$ cat src/hw/exec_pkg.sv
`default_nettype none

package exec_pkg;

    // datapath widths
    localparam int WORD_W = 64;
    localparam int TAG_W  = 6;
    localparam int OP_W   = 4;

    typedef logic [WORD_W-1:0] word_t;
    typedef logic [TAG_W-1:0]  tag_t;

    typedef enum logic [OP_W-1:0] {
        OP_ADD = 4'd0,
        OP_SUB = 4'd1,
        OP_AND = 4'd2,
        OP_ORR = 4'd3,
        OP_EOR = 4'd4,
        OP_MVN = 4'd5,
        OP_ASR = 4'd6,
        OP_LSL = 4'd7,
        OP_MUL = 4'd8
    } op_t;

    // functional-unit queue sizing
    localparam int QUEUE_DEPTH = 4;
    localparam int QPTR_W      = $clog2(QUEUE_DEPTH);
    localparam int QCNT_W      = $clog2(QUEUE_DEPTH + 1);

    // queue entry packed msb to lsb as {op, tag, a, b}
    localparam int ENTRY_W = OP_W + TAG_W + 2 * WORD_W;
    localparam int B_LSB   = 0;
    localparam int A_LSB   = B_LSB + WORD_W;
    localparam int TAG_LSB = A_LSB + WORD_W;
    localparam int OP_LSB  = TAG_LSB + TAG_W;

    typedef logic [ENTRY_W-1:0] entry_t;

    // multiplier pipeline depth
    localparam int MUL_LATENCY = 3;

endpackage

`default_nettype wire

$ cat src/hw/wb_arbiter.sv
`timescale 1ns/1ps
`default_nettype none

module wb_arbiter import exec_pkg::*; (
    input  wire logic  clk_in,
    input  wire logic  rst,
    input  wire logic  flush,
    input  wire logic  mul_wb_valid,
    input  wire tag_t  mul_wb_tag,
    input  wire word_t mul_wb_data,
    input  wire logic  alu_wb_valid,
    input  wire tag_t  alu_wb_tag,
    input  wire word_t alu_wb_data,
    output logic       alu_grant,
    output logic       wb_en,
    output tag_t       wb_tag,
    output word_t      wb_data
);

    // multiplier cannot stall so it always wins the port
    assign alu_grant = !mul_wb_valid;

    always_ff @(posedge clk_in) begin
        if (rst || flush) begin
            wb_en <= 1'b0;
        end else begin
            wb_en <= mul_wb_valid || alu_wb_valid;
        end
    end

    // write port payload
    always_ff @(posedge clk_in) begin
        if (mul_wb_valid) begin
            wb_tag  <= mul_wb_tag;
            wb_data <= mul_wb_data;
        end else begin
            wb_tag  <= alu_wb_tag;
            wb_data <= alu_wb_data;
        end
    end

endmodule

`default_nettype wire

$ cat config.mk
export PLATFORM = sky130hd
export DESIGN_NAME = wb_arbiter
export DESIGN_NICKNAME = d
export VERILOG_FILES = /design/src/hw/exec_pkg.sv /design/src/hw/wb_arbiter.sv
export SDC_FILE = /design/constraint.sdc
export NUM_CORES = 1
export LEC_CHECK = 0
export ABC_AREA = 0
export BUFFER_PORTS_ARGS = -buffer_cell sky130_fd_sc_hd__buf_4
export CAP_MARGIN = 5
export CORE_MARGIN = 5
export CORE_UTILIZATION = 35
export CTS_BUF_LIST = sky130_fd_sc_hd__clkbuf_4 sky130_fd_sc_hd__clkbuf_8 sky130_fd_sc_hd__clkbuf_16
export CTS_CLUSTER_SIZE = 14
export DETAILED_ROUTE_END_ITERATION = 12
export HOLD_SLACK_MARGIN = 0.08
export PLACE_DENSITY = 0.82
export SETUP_SLACK_MARGIN = 0.2
export SYNTH_ARGS = -nofsm -noshare
export SYNTH_HDL_FRONTEND = slang
export SYNTH_SLANG_ARGS = --single-unit
export TNS_END_PERCENT = 10
$ cat constraint.sdc
create_clock -name clk_in -period 0.92 [get_ports clk_in]
set_clock_uncertainty 0.05 [all_clocks]
set_input_delay 0.138 -clock clk_in [delete_from_list [all_inputs] [get_ports clk_in]]
set_output_delay 0.138 -clock clk_in [all_outputs]
set_load 0.01 [all_outputs]
# Yosys cells after proc, flatten, opt, wreduce, memory -nomap -nowiden

Index checks and enable logic that the tools add are counted.

Muxes and demuxes: 2
Reduce and logical (&&, ||, !) cells: 3

Operators by type and width:

| operator          | number |
|---|---|
| 2-to-1 mux 64 bit | 1 |
| 2-to-1 mux 6 bit  | 1 |
| logical OR 1 bit  | 2 |
| zero test 1 bit   | 1 |

Bits in registers: 71
Output and inout bits: 72
Word-level logic and storage cells: 8

# Longest topological paths before layout

Word-level depth: 1
Mapped depth: 4
Gate-level depth less buffers: 2

# Worst setup path before layout

No wires, ideal clock.

Path kind: input -> register
Start point: input mul_wb_valid
End point: register wb_data[0]
Setup time: 0.121 ns
Data arrival time: 0.748 ns
Path slack: 0.000 ns
Cell stages on the path: 3
Cells stage by stage: buf_6 -> buf_12 -> mux2_4

Word-level cells in the longest chain between the ends: 1

Ends and longest elaborated chain:

| element                | RTL line         | text |
|---|---|---|
| start: declaration     | wb_arbiter.sv:8  | `input wire logic mul_wb_valid,` |
| 2-to-1 mux 64 bit      | wb_arbiter.sv:33 | `if (mul_wb_valid) begin` |
| end signal: assignment | wb_arbiter.sv:35 | `wb_data <= mul_wb_data;` |
| end signal: assignment | wb_arbiter.sv:38 | `wb_data <= alu_wb_data;` |
| end: declaration       | wb_arbiter.sv:17 | `output word_t wb_data` |

No other way between the ends.
A chain may end at the register's enable or synchronous reset.

# Worst setup path in the final report

Start point: register wb_data[8]
End point: output wb_data[8]

No word-level cell between the ends.

==> key figures <==
Routing
  • Antenna Nets Post-Route: 0
  • Vias: 2034
  • WL/cell: 16.1 µm
  • Via density: 4.24
  • Initial drt markers: 20
  • Final wirelength: roughly 7700 µm
  • Post-route DRC: 0
  • Drt pass-1 iters: 4

Timing
  • Setup TNS: -1.71 ns
  • RSZ-0062 raised after global routing: true
  • Setup Viol. Count Final: 71
  • Final Hold Fails: 68
  • Pin slew with the least headroom to its limit: 0.196 ns
  • Hold_ws: -0.0952 ns
  • Minimum clock period: between 0.9 and 1 ns
  • Final period util: 1.04
  • Fmax: 1040 MHz
  • Final WS setup: -0.0390 ns
  • Final count of pins violating max slew: 0
  • Slew margin rel.: 0.869

CTS
  • Clock Pin Slew Worst Setup and Hold Paths: 0.08 ns
  • Cts bufs inserted: 9
  • H-Tree Depth: 3
  • Clock Sinks: 71
  • Post-CTS Setup Bufs: 0
  • Worst-case clock buffer depth: 2
  • Root buffer cell: clkbuf_8
  • CTS tree: built

Global route
  • GRT Util Overall: 0.161
  • Met2 GRT Util: 0.306
  • GRT overflow: 0
  • Pin count of the biggest net entering global routing: 27
  • Routing usage on met3: 0.0899
  • Most Used Layer, Global Route: met2
  • First-pass GRT wire length: 12000 µm
  • Initial antenna violation count: 0
  • Met1 usage: 0.148
  • Vias in the first global route: approximately 2300

Logic synthesis
  • Warnings from Yosys: 0
  • Yosys cell types: 8
  • Mapped Nets: just under 300
  • Sequential-to-total area share from yosys stat: 0.541
  • Synth Register Bits: 71
  • Syn Inst Count: 152
  • Syn Area/Cell: about 17 µm²
  • Syn Std Cell Area: 2630 µm²

Floorplanning
  • DIE AREA: 9340 µm²
  • Ports: 217
  • Row cnt: 31
  • Placeable Area: ~7300 µm²
  • Die H: about 97 µm
  • Starting Density: 0.361
  • Die width: 96.7 µm

Worst setup path
  • Slowest stage delay, CP: around 0.33 ns
  • CP bufs+invs: 1
  • Worst path slowest cell: dfxtp_2
  • Critical Path RT: 0.73 ns
  • Delay-heaviest family, CP: flip-flops
  • Worst Setup End Kind: primary output
  • CP cell instances: buf_6
  • Crit start category: register
  • Worst-path maximum fanout: 1
  • Crit Path Category: register to primary output
  • Crit path DAT: 0.77 ns

Final layout
  • Final Instance Area: slightly below 5000 µm²
  • Diodes inserted: 0
  • # nets final: between 500 and 600
  • Layout cell share with drive strength beyond 1: 0.984
  • Area Growth Syn to Fin: 87.1%

Pwr
  • PwrDens: approximately 1700 nW/µm²
  • Peak VDD IR: 1090 µV
  • P_leak: 2.47 nW

Place
  • Place WS: -0.108 ns
  • Routability cong.: 0.827
  • IO Port Bufs: 216
  • DP Area: 4300 µm²

Status
  • Failing checks: negative hold slack, negative setup slack
  • Run status: complete, but fails checks

Min path
  • Hold wc startpoint: rst
  • Hold path cells: 2
  • Hold worst-path end: wb_en
  • Worst hold path class: input port to register

Flow run
  • Max-cap violations: 0
cell families (layout without fill, tap and decap cells):
| group | after synthesis | in the layout | share of synthesized area |
|---|---|---|---|
| buf+inv | 9 | 238 | 0.0590 |
| flops | 71 | 71 | 0.541 |
| simple gates | 2 | 2 | 0.00333 |
| mux | 70 | 70 | 0.397 |
synthesized netlist by cell type:
cell type / number / area (µm²)
mux2_2: 2 / 22.5
buf_12: 7 / 140
nor2_1: 1 / 3.75
inv_1: 1 / 3.75
mux2_4: 68 / 1020
dfxtp_1: 71 / 1420
buf_6: 1 / 11.3
nor3_1: 1 / 5.00
per-stage QoR:
| step | instances | total power [mW] | util |
|---|---|---|---|
| 6_report | 480 | 8.25 | 0.674 |
| 5_1_grt | 480 | 8.61 | 0.674 |
| 4_1_cts | 480 | 8.35 | 0.670 |
| 3_5_place_dp | 464 | 5.01 | 0.589 |
| 3_3_place_gp | 464 | 4.97 | 0.589 |
| 2_1_floorplan | 152 | 4.12 | - |
where the power goes:
| part | switching, mW | total (mW) | internal, mW | leakage (nW) |
|---|---|---|---|---|
| Combinational | 0.480 | 1.68 | 1.20 | 1.74 |
| Sequential | 0.110 | 3.48 | 3.37 | 0.600 |
| Clock | 1.14 | 3.09 | 1.95 | 0.130 |
cells in the final DEF, fill, tap and decap left out, drive strengths merged:
cell    Yosys  routed
buf         8     221
bufinv      0       3
clkbuf      0      11
clkinv      0       3
dfxtp      71      71
mux2       70      70
nor2        1       1
nor3        1       1
how the worst max path moves through the flow:
stage,start,to,slack (ns),cells past startpoint
2_1_floorplan,mul_wb_valid,wb_data[0],0.05,3
3_3_place_gp,mul_wb_valid,wb_data[8],-0.09,3
3_5_place_dp,mul_wb_valid,wb_data[29],-0.11,3
4_1_cts,wb_data[35],wb_data[35],-0.06,1
5_1_grt,wb_data[49],wb_data[49],-0.08,1
6_report,wb_data[8],wb_data[8],-0.04,1
state kept, by name, summed over array words and instances, names as in the netlist:
signal   cells
wb_tag       6
wb_en        1
wb_data     64
layout make-up:
type	instances	area (µm²)
clock buffer	11	151
tap	99	124
multi-input combinational	72	1050
inverter	1	8.76
clock inverter	5	104
fill	516	2370
sequential	71	1510
timing repair buffer	221	1970
what timing repair did:
action,CTS,global route
endpoints found under the setup margin,72,72
resized for setup,117,25
hold endpoints to repair,71,71
per-layer routing:
| layer | up-vias | wire, µm | share of wire |
|---|---|---|---|
| met1 | 927 | 2550 | 0.33 |
| met4 | 0 | 49 | 0.0063 |
| met3 | 4 | 919 | 0.12 |
| met5 | - | 0 | 0 |
| li1 | 969 | - | - |
| met2 | 134 | 4230 | 0.55 |
Power figures use the tool's default switching activity.
