**src/hw/exec_pkg.sv**
```systemverilog
`default_nettype none

package exec_pkg;

    // datapath widths
    localparam int WORD_W = 64;
    localparam int TAG_W  = 6;
    localparam int OP_W   = 4;

    typedef logic [WORD_W-1:0] word_t;
    typedef logic [TAG_W-1:0]  tag_t;

    typedef enum logic [OP_W-1:0] {
        OP_ADD = 4'd0,
        OP_SUB = 4'd1,
        OP_AND = 4'd2,
        OP_ORR = 4'd3,
        OP_EOR = 4'd4,
        OP_MVN = 4'd5,
        OP_ASR = 4'd6,
        OP_LSL = 4'd7,
        OP_MUL = 4'd8
    } op_t;

    // functional-unit queue sizing
    localparam int QUEUE_DEPTH = 4;
    localparam int QPTR_W      = $clog2(QUEUE_DEPTH);
    localparam int QCNT_W      = $clog2(QUEUE_DEPTH + 1);

    // queue entry packed msb to lsb as {op, tag, a, b}
    localparam int ENTRY_W = OP_W + TAG_W + 2 * WORD_W;
    localparam int B_LSB   = 0;
    localparam int A_LSB   = B_LSB + WORD_W;
    localparam int TAG_LSB = A_LSB + WORD_W;
    localparam int OP_LSB  = TAG_LSB + TAG_W;

    typedef logic [ENTRY_W-1:0] entry_t;

    // multiplier pipeline depth
    localparam int MUL_LATENCY = 3;

endpackage

`default_nettype wire

```
**src/hw/fu_queue.sv**
```systemverilog
`timescale 1ns/1ps
`default_nettype none

module fu_queue import exec_pkg::*; (
    input  wire logic   clk_in,
    input  wire logic   rst,
    input  wire logic   flush,
    input  wire logic   enq_valid,
    input  wire entry_t enq_data,
    input  wire logic   deq_ready,
    output logic        deq_valid,
    output entry_t      deq_data,
    output logic        full
);

    entry_t mem [QUEUE_DEPTH];
    logic [QPTR_W-1:0] head;
    logic [QPTR_W-1:0] tail;
    logic [QCNT_W-1:0] count;
    logic empty;
    logic push;
    logic pop;

    assign full      = (count == QCNT_W'(QUEUE_DEPTH));
    assign empty     = (count == '0);
    assign deq_valid = !empty;
    assign deq_data  = mem[head];

    assign push = enq_valid && !full;
    assign pop  = deq_ready && !empty;

    // entry storage
    always_ff @(posedge clk_in) begin
        if (push) begin
            mem[tail] <= enq_data;
        end
    end

    always_ff @(posedge clk_in) begin
        if (rst || flush) begin
            head  <= '0;
            tail  <= '0;
            count <= '0;
        end else begin
            if (push) begin
                tail <= (tail == QPTR_W'(QUEUE_DEPTH - 1)) ? '0 : tail + 1'b1;
            end
            if (pop) begin
                head <= (head == QPTR_W'(QUEUE_DEPTH - 1)) ? '0 : head + 1'b1;
            end
            // simultaneous push and pop leaves count alone
            if (push && !pop) begin
                count <= count + 1'b1;
            end else if (pop && !push) begin
                count <= count - 1'b1;
            end
        end
    end

endmodule

`default_nettype wire

```
**config.mk**
```make
export PLATFORM = sky130hd
export DESIGN_NAME = fu_queue
export DESIGN_NICKNAME = d
export VERILOG_FILES = /design/src/hw/exec_pkg.sv /design/src/hw/fu_queue.sv
export SDC_FILE = /design/constraint.sdc
export NUM_CORES = 1
export LEC_CHECK = 0
export ABC_AREA = 1
export ABC_CLOCK_PERIOD_IN_PS = 20700
export BUFFER_PORTS_ARGS = -buffer_cell sky130_fd_sc_hd__buf_2
export CELL_PAD_IN_SITES_DETAIL_PLACEMENT = 1
export CELL_PAD_IN_SITES_GLOBAL_PLACEMENT = 1
export CORE_ASPECT_RATIO = 0.9
export CORE_MARGIN = 3
export CORE_UTILIZATION = 51
export DETAILED_ROUTE_END_ITERATION = 12
export GPL_TIMING_DRIVEN = 0
export PLACE_DENSITY_LB_ADDON = 0.1
export SKIP_CTS_REPAIR_TIMING = 1
export SYNTH_ARGS = -nofsm -noshare
export SYNTH_HDL_FRONTEND = slang
export SYNTH_SLANG_ARGS = --single-unit
```
**constraint.sdc**
```tcl
create_clock -name clk_in -period 20.7 [get_ports clk_in]
set_input_delay 1.035 -clock clk_in [delete_from_list [all_inputs] [get_ports clk_in]]
set_output_delay 1.035 -clock clk_in [all_outputs]
set_load 0.02 [all_outputs]
```
# ---- After elaboration in Yosys (flattened, before gate mapping)
# Memory sizes are Yosys's and may differ from the RTL's. A register that Yosys moved wholly into a read port is not among the register bits.
# Cells that the tools add are included.
dict set report totals {
  memories 1
  mem_bits_rw 552
  ff_bits 7
  latch_bits 0
  inputBits 143
  romBits 0
}
# memory depth width rd rd_clocked_by_memory_dff wr line_no
set mem_list {}
lappend mem_list {mem 4 138 1 1 1 fu_queue.sv:16} ;# entry_t mem [QUEUE_DEPTH];
dict set report op_classes {
  mul 0
  n_eq_ne 3
  addsub 4
  n_reduce_logical 11
  n_bitwise 0
  div_mod_pow 0
  n_shift 0
  n_mux 8
  order_cmp 0
}
# operator n
set ops {}
lappend ops {{$mux 2} 4}
lappend ops {{$mux 3} 2}
lappend ops {{$add 2x1->2 const B} 2}
lappend ops {{$eq 2x2->1 const B} 2}
lappend ops {{$logic_and 1x1->1} 4}
lappend ops {{$logic_not 1->1} 4}
lappend ops {{$add 3x1->3 const B} 1}
lappend ops {{$eq 3x3->1 const B} 1}
lappend ops {{$logic_not 3->1} 1}
lappend ops {{$sub 3x1->3 const B} 1}
lappend ops {{$mux 1} 2}
lappend ops {{$reduce_bool 2->1} 1}
lappend ops {{$logic_or 1x1->1} 1}

# ---- Depth between registers and ports, before layout
dict set report logic_depth {
  depth_word 7
  mapped_depth 13
  ltp_nobuf 13
}

# ---- Worst setup path before layout
# Ideal clock, no wire load.
dict set report synth_timing {
  path_type {input to register}
  startpoint {input port enq_valid}
  endpoint {memory mem[0][0] (netlist name) (enable)}
  arrival_ps 6879
  cell_stages 2
  setup_ps 637
  required_time_ps 20063
  slack_ps 13184
  cell_sequence {nand2_1 > nor2_1}
}
dict set report synth_between {
  elab_chain_cells 3
}
# item line_no
set synth_rtl {}
lappend synth_rtl {{start, declared} fu_queue.sv:8} ;# input wire logic enq_valid,
lappend synth_rtl {{$logic_and 1x1->1} fu_queue.sv:29} ;# assign push = enq_valid && !full;
lappend synth_rtl {{$mux 1} fu_queue.sv:34} ;# if (push) begin
lappend synth_rtl {{$mux 1 (implied by the code)} fu_queue.sv:35} ;# mem[tail] <= enq_data;
lappend synth_rtl {{end, declared} fu_queue.sv:16}
# No other way between the ends.

==> flow_summary_export.csv <==
group,metric,value,unit
outcome,status,"completed",
setup_path,critPathMaxFanout,10,
grt,grt.overflow.total,0,
sta,finalMaxSlewViolations,0,
detailed_routing,dr.pass1.iters,4,
place,place_area,23400,um2
logic_synthesis,seq_area_frac_synth,80.3,%
detailed_routing,wl,58400,um
detailed_routing,ant_nets,0,
sta,slew-limit-headroom,42.6,%
sta,hold_violations,0,
logic_synthesis,synth.distinct_cells,22,
detailed_routing,via_per_inst,5.73,
worst_hold_path,worstHoldStart,"count[1]",
power,leakage,8.95,nW
grt,grt_pass1_vias,14433,
clocking,tritoncts,"done",
sta,worst_pin_slew,0.859,ns
sta,fin_crit_sh,17.8,%
power,pwr_density_cell,103,nW/um2
logic_synthesis,avgSynthCellArea,14.9,um2
setup_path,path_class,"flip-flop to output pin",
die,io_pins,283,
logic_synthesis,syn-num-nets,1554,
place,hpwl,37000,um
finish,final_cell_mix,"edfxtp_1, buf_2, nor2_1",
sta,setup_viol,0,
setup_path,worst_setup_path_end_kind,"output pin",
die,rows,69,
clocking,cts.sinks,561,
logic_synthesis,syn-instance-count,1404,
power,p_total,2.59,mW
setup_path,cp_data_required_time,19.67,ns
job,cap_violations,0,
die,die_area,43400,um2
setup_path,reg2reg_from,"count[0]",
clocking,clockRootBuffer,"clkbuf_16",
clocking,cts.path.max_buffers,3,
detailed_routing,drt_iter0_drc,1049,
power,max-vdd-ir-drop,0.0829,mV
place,routabilityCongestion,0.754,
die,initial_core_util,52.2,%
finish,syn_to_final_growth,21.1,%
finish,final_util,63.2,%
finish,layout_commonest_cell,"edfxtp_1",
sta,max_freq,0.271,GHz
die,die_x,219,um
die,dieHeight,198,um
die,coreArea,40000,um2
place,dp_cells,2240,
place,io_buffers,282,
finish,drive_gt1_share,23.9,%
logic_synthesis,synth-seq-cells,561,
worst_hold_path,hold_class,"flip-flop to flip-flop",
grt,antenna_found_initial,16,
grt,grt_first_pass_wirelength,86600,um
sta,fin_skew,0.0102,ns
logic_synthesis,yosysWarnings,0,
sta,rsz0062_at_grt,"false",
setup_path,worstPathArrival,2.65,ns
sta,finalCriticalPeriod,3.69,ns
detailed_routing,dr_total_vias,13487,
clocking,clkLatencyLatePin,0.60,ns
sta,setup_tns,0,ns
detailed_routing,drc_errors,0,
finish,final_area,25300,um2
grt,grt_max_degree,29,
finish,fin_nets,1916,
logic_synthesis,netlist_area,20900,um2
grt,grtUsageTotal,26.7,%
detailed_routing,wl_per_cell,24.8,um
setup_path,worstSetupStartpointType,"flip-flop",
clocking,clk_pin_slew,0.06,ns
clocking,htreeDepth,2,
finish,fin_cells,2354,
clocking,cts_buffers,56,
-- worst paths after layout --
check | endpoint | slack (ns) | cells after the start
worst max-delay path | deq_data[9] | 17.01 | 6
worst min-delay path | count[1] | 0.53 | 2
worst max register to register | mem[3][31] | 18.10 | 6
worst min register to register | count[1] | 0.53 | 2
-- power breakdown --
group	total [mW]	switching [mW]	internal [mW]	leakage (nW)
logic	0.281	0.196	0.0848	2.93
clock network	1.01	0.417	0.588	0.884
registers	1.31	0.0116	1.29	5.14
-- per-layer routing --
metal	share of wire [%]	GRT usage, %
met4	2.8	8.09
met1	40	33.8
met3	7.1	6.77
met5	0.20	0
met2	50	45.9
-- state kept, by name (all words and copies together), names as in the netlist, named ones only --
| name | flops |
|---|---|
| mem | 552 |
| count | 3 |
| head | 2 |
| tail | 2 |
-- stage by stage --
| stage | setup slack, ns | hold WS (ns) |
|---|---|---|
| CTS | 16.99 | 0.532 |
| global route | 16.86 | 0.571 |
| detailed placement | 17.62 | 0.523 |
| floorplan | 13.18 | 0.483 |
| finish | 17.01 | 0.527 |
| global placement | 8.12 | 0.520 |
-- cells by family after synthesis --
logic type               after synthesis  synth area share, %
AO/OA/AOI/OAI                        418                 10.9
XOR/XNOR                               1               0.0420
adder cells (fa/ha/maj)                7                0.456
buffers and inverters                106                 2.68
flip-flops                           561                 80.3
AND/OR/NAND/NOR                      311                 5.66
-- worst max-delay path: stages, from the launching register on --
cell and delay (ns):
dfxtp_1 0.37, inv_1 0.11, buf_2 0.34, clkbuf_1 0.45
o21ai_0 0.22, o22ai_1 0.32, buf_2 0.24
-- cells in the mapped netlist (all sizes together) --
cell type / instances / area (um2)
nand3: 2 / 10.0
buf: 46 / 329
nand4: 1 / 6.26
clkbuf: 44 / 168
inv: 16 / 62.6
nand3b: 2 / 15.0
nor3: 1 / 5.00
fa: 1 / 20.0
o22ai: 138 / 863
xor2: 1 / 8.76
nand2: 14 / 52.6
edfxtp: 552 / 16600
ha: 6 / 75.1
dfxtp: 9 / 180
a21oi: 3 / 15.0
nor2: 291 / 1090
o21ai: 277 / 1390
-- final cells by class --
| type | instances | area, um2 |
|---|---|---|
| sequential | 561 | 16800 |
| fill | 3819 | 14700 |
| multi-input combinational | 737 | 3580 |
| timing repair buffer | 304 | 1870 |
| clock buffer | 67 | 1460 |
| tap | 532 | 666 |
| buffer | 90 | 497 |
| clock inverter | 36 | 340 |
| inverter | 16 | 62.6 |
| antenna | 11 | 27.5 |
No activity file was read; power rests on OpenSTA's default activity.
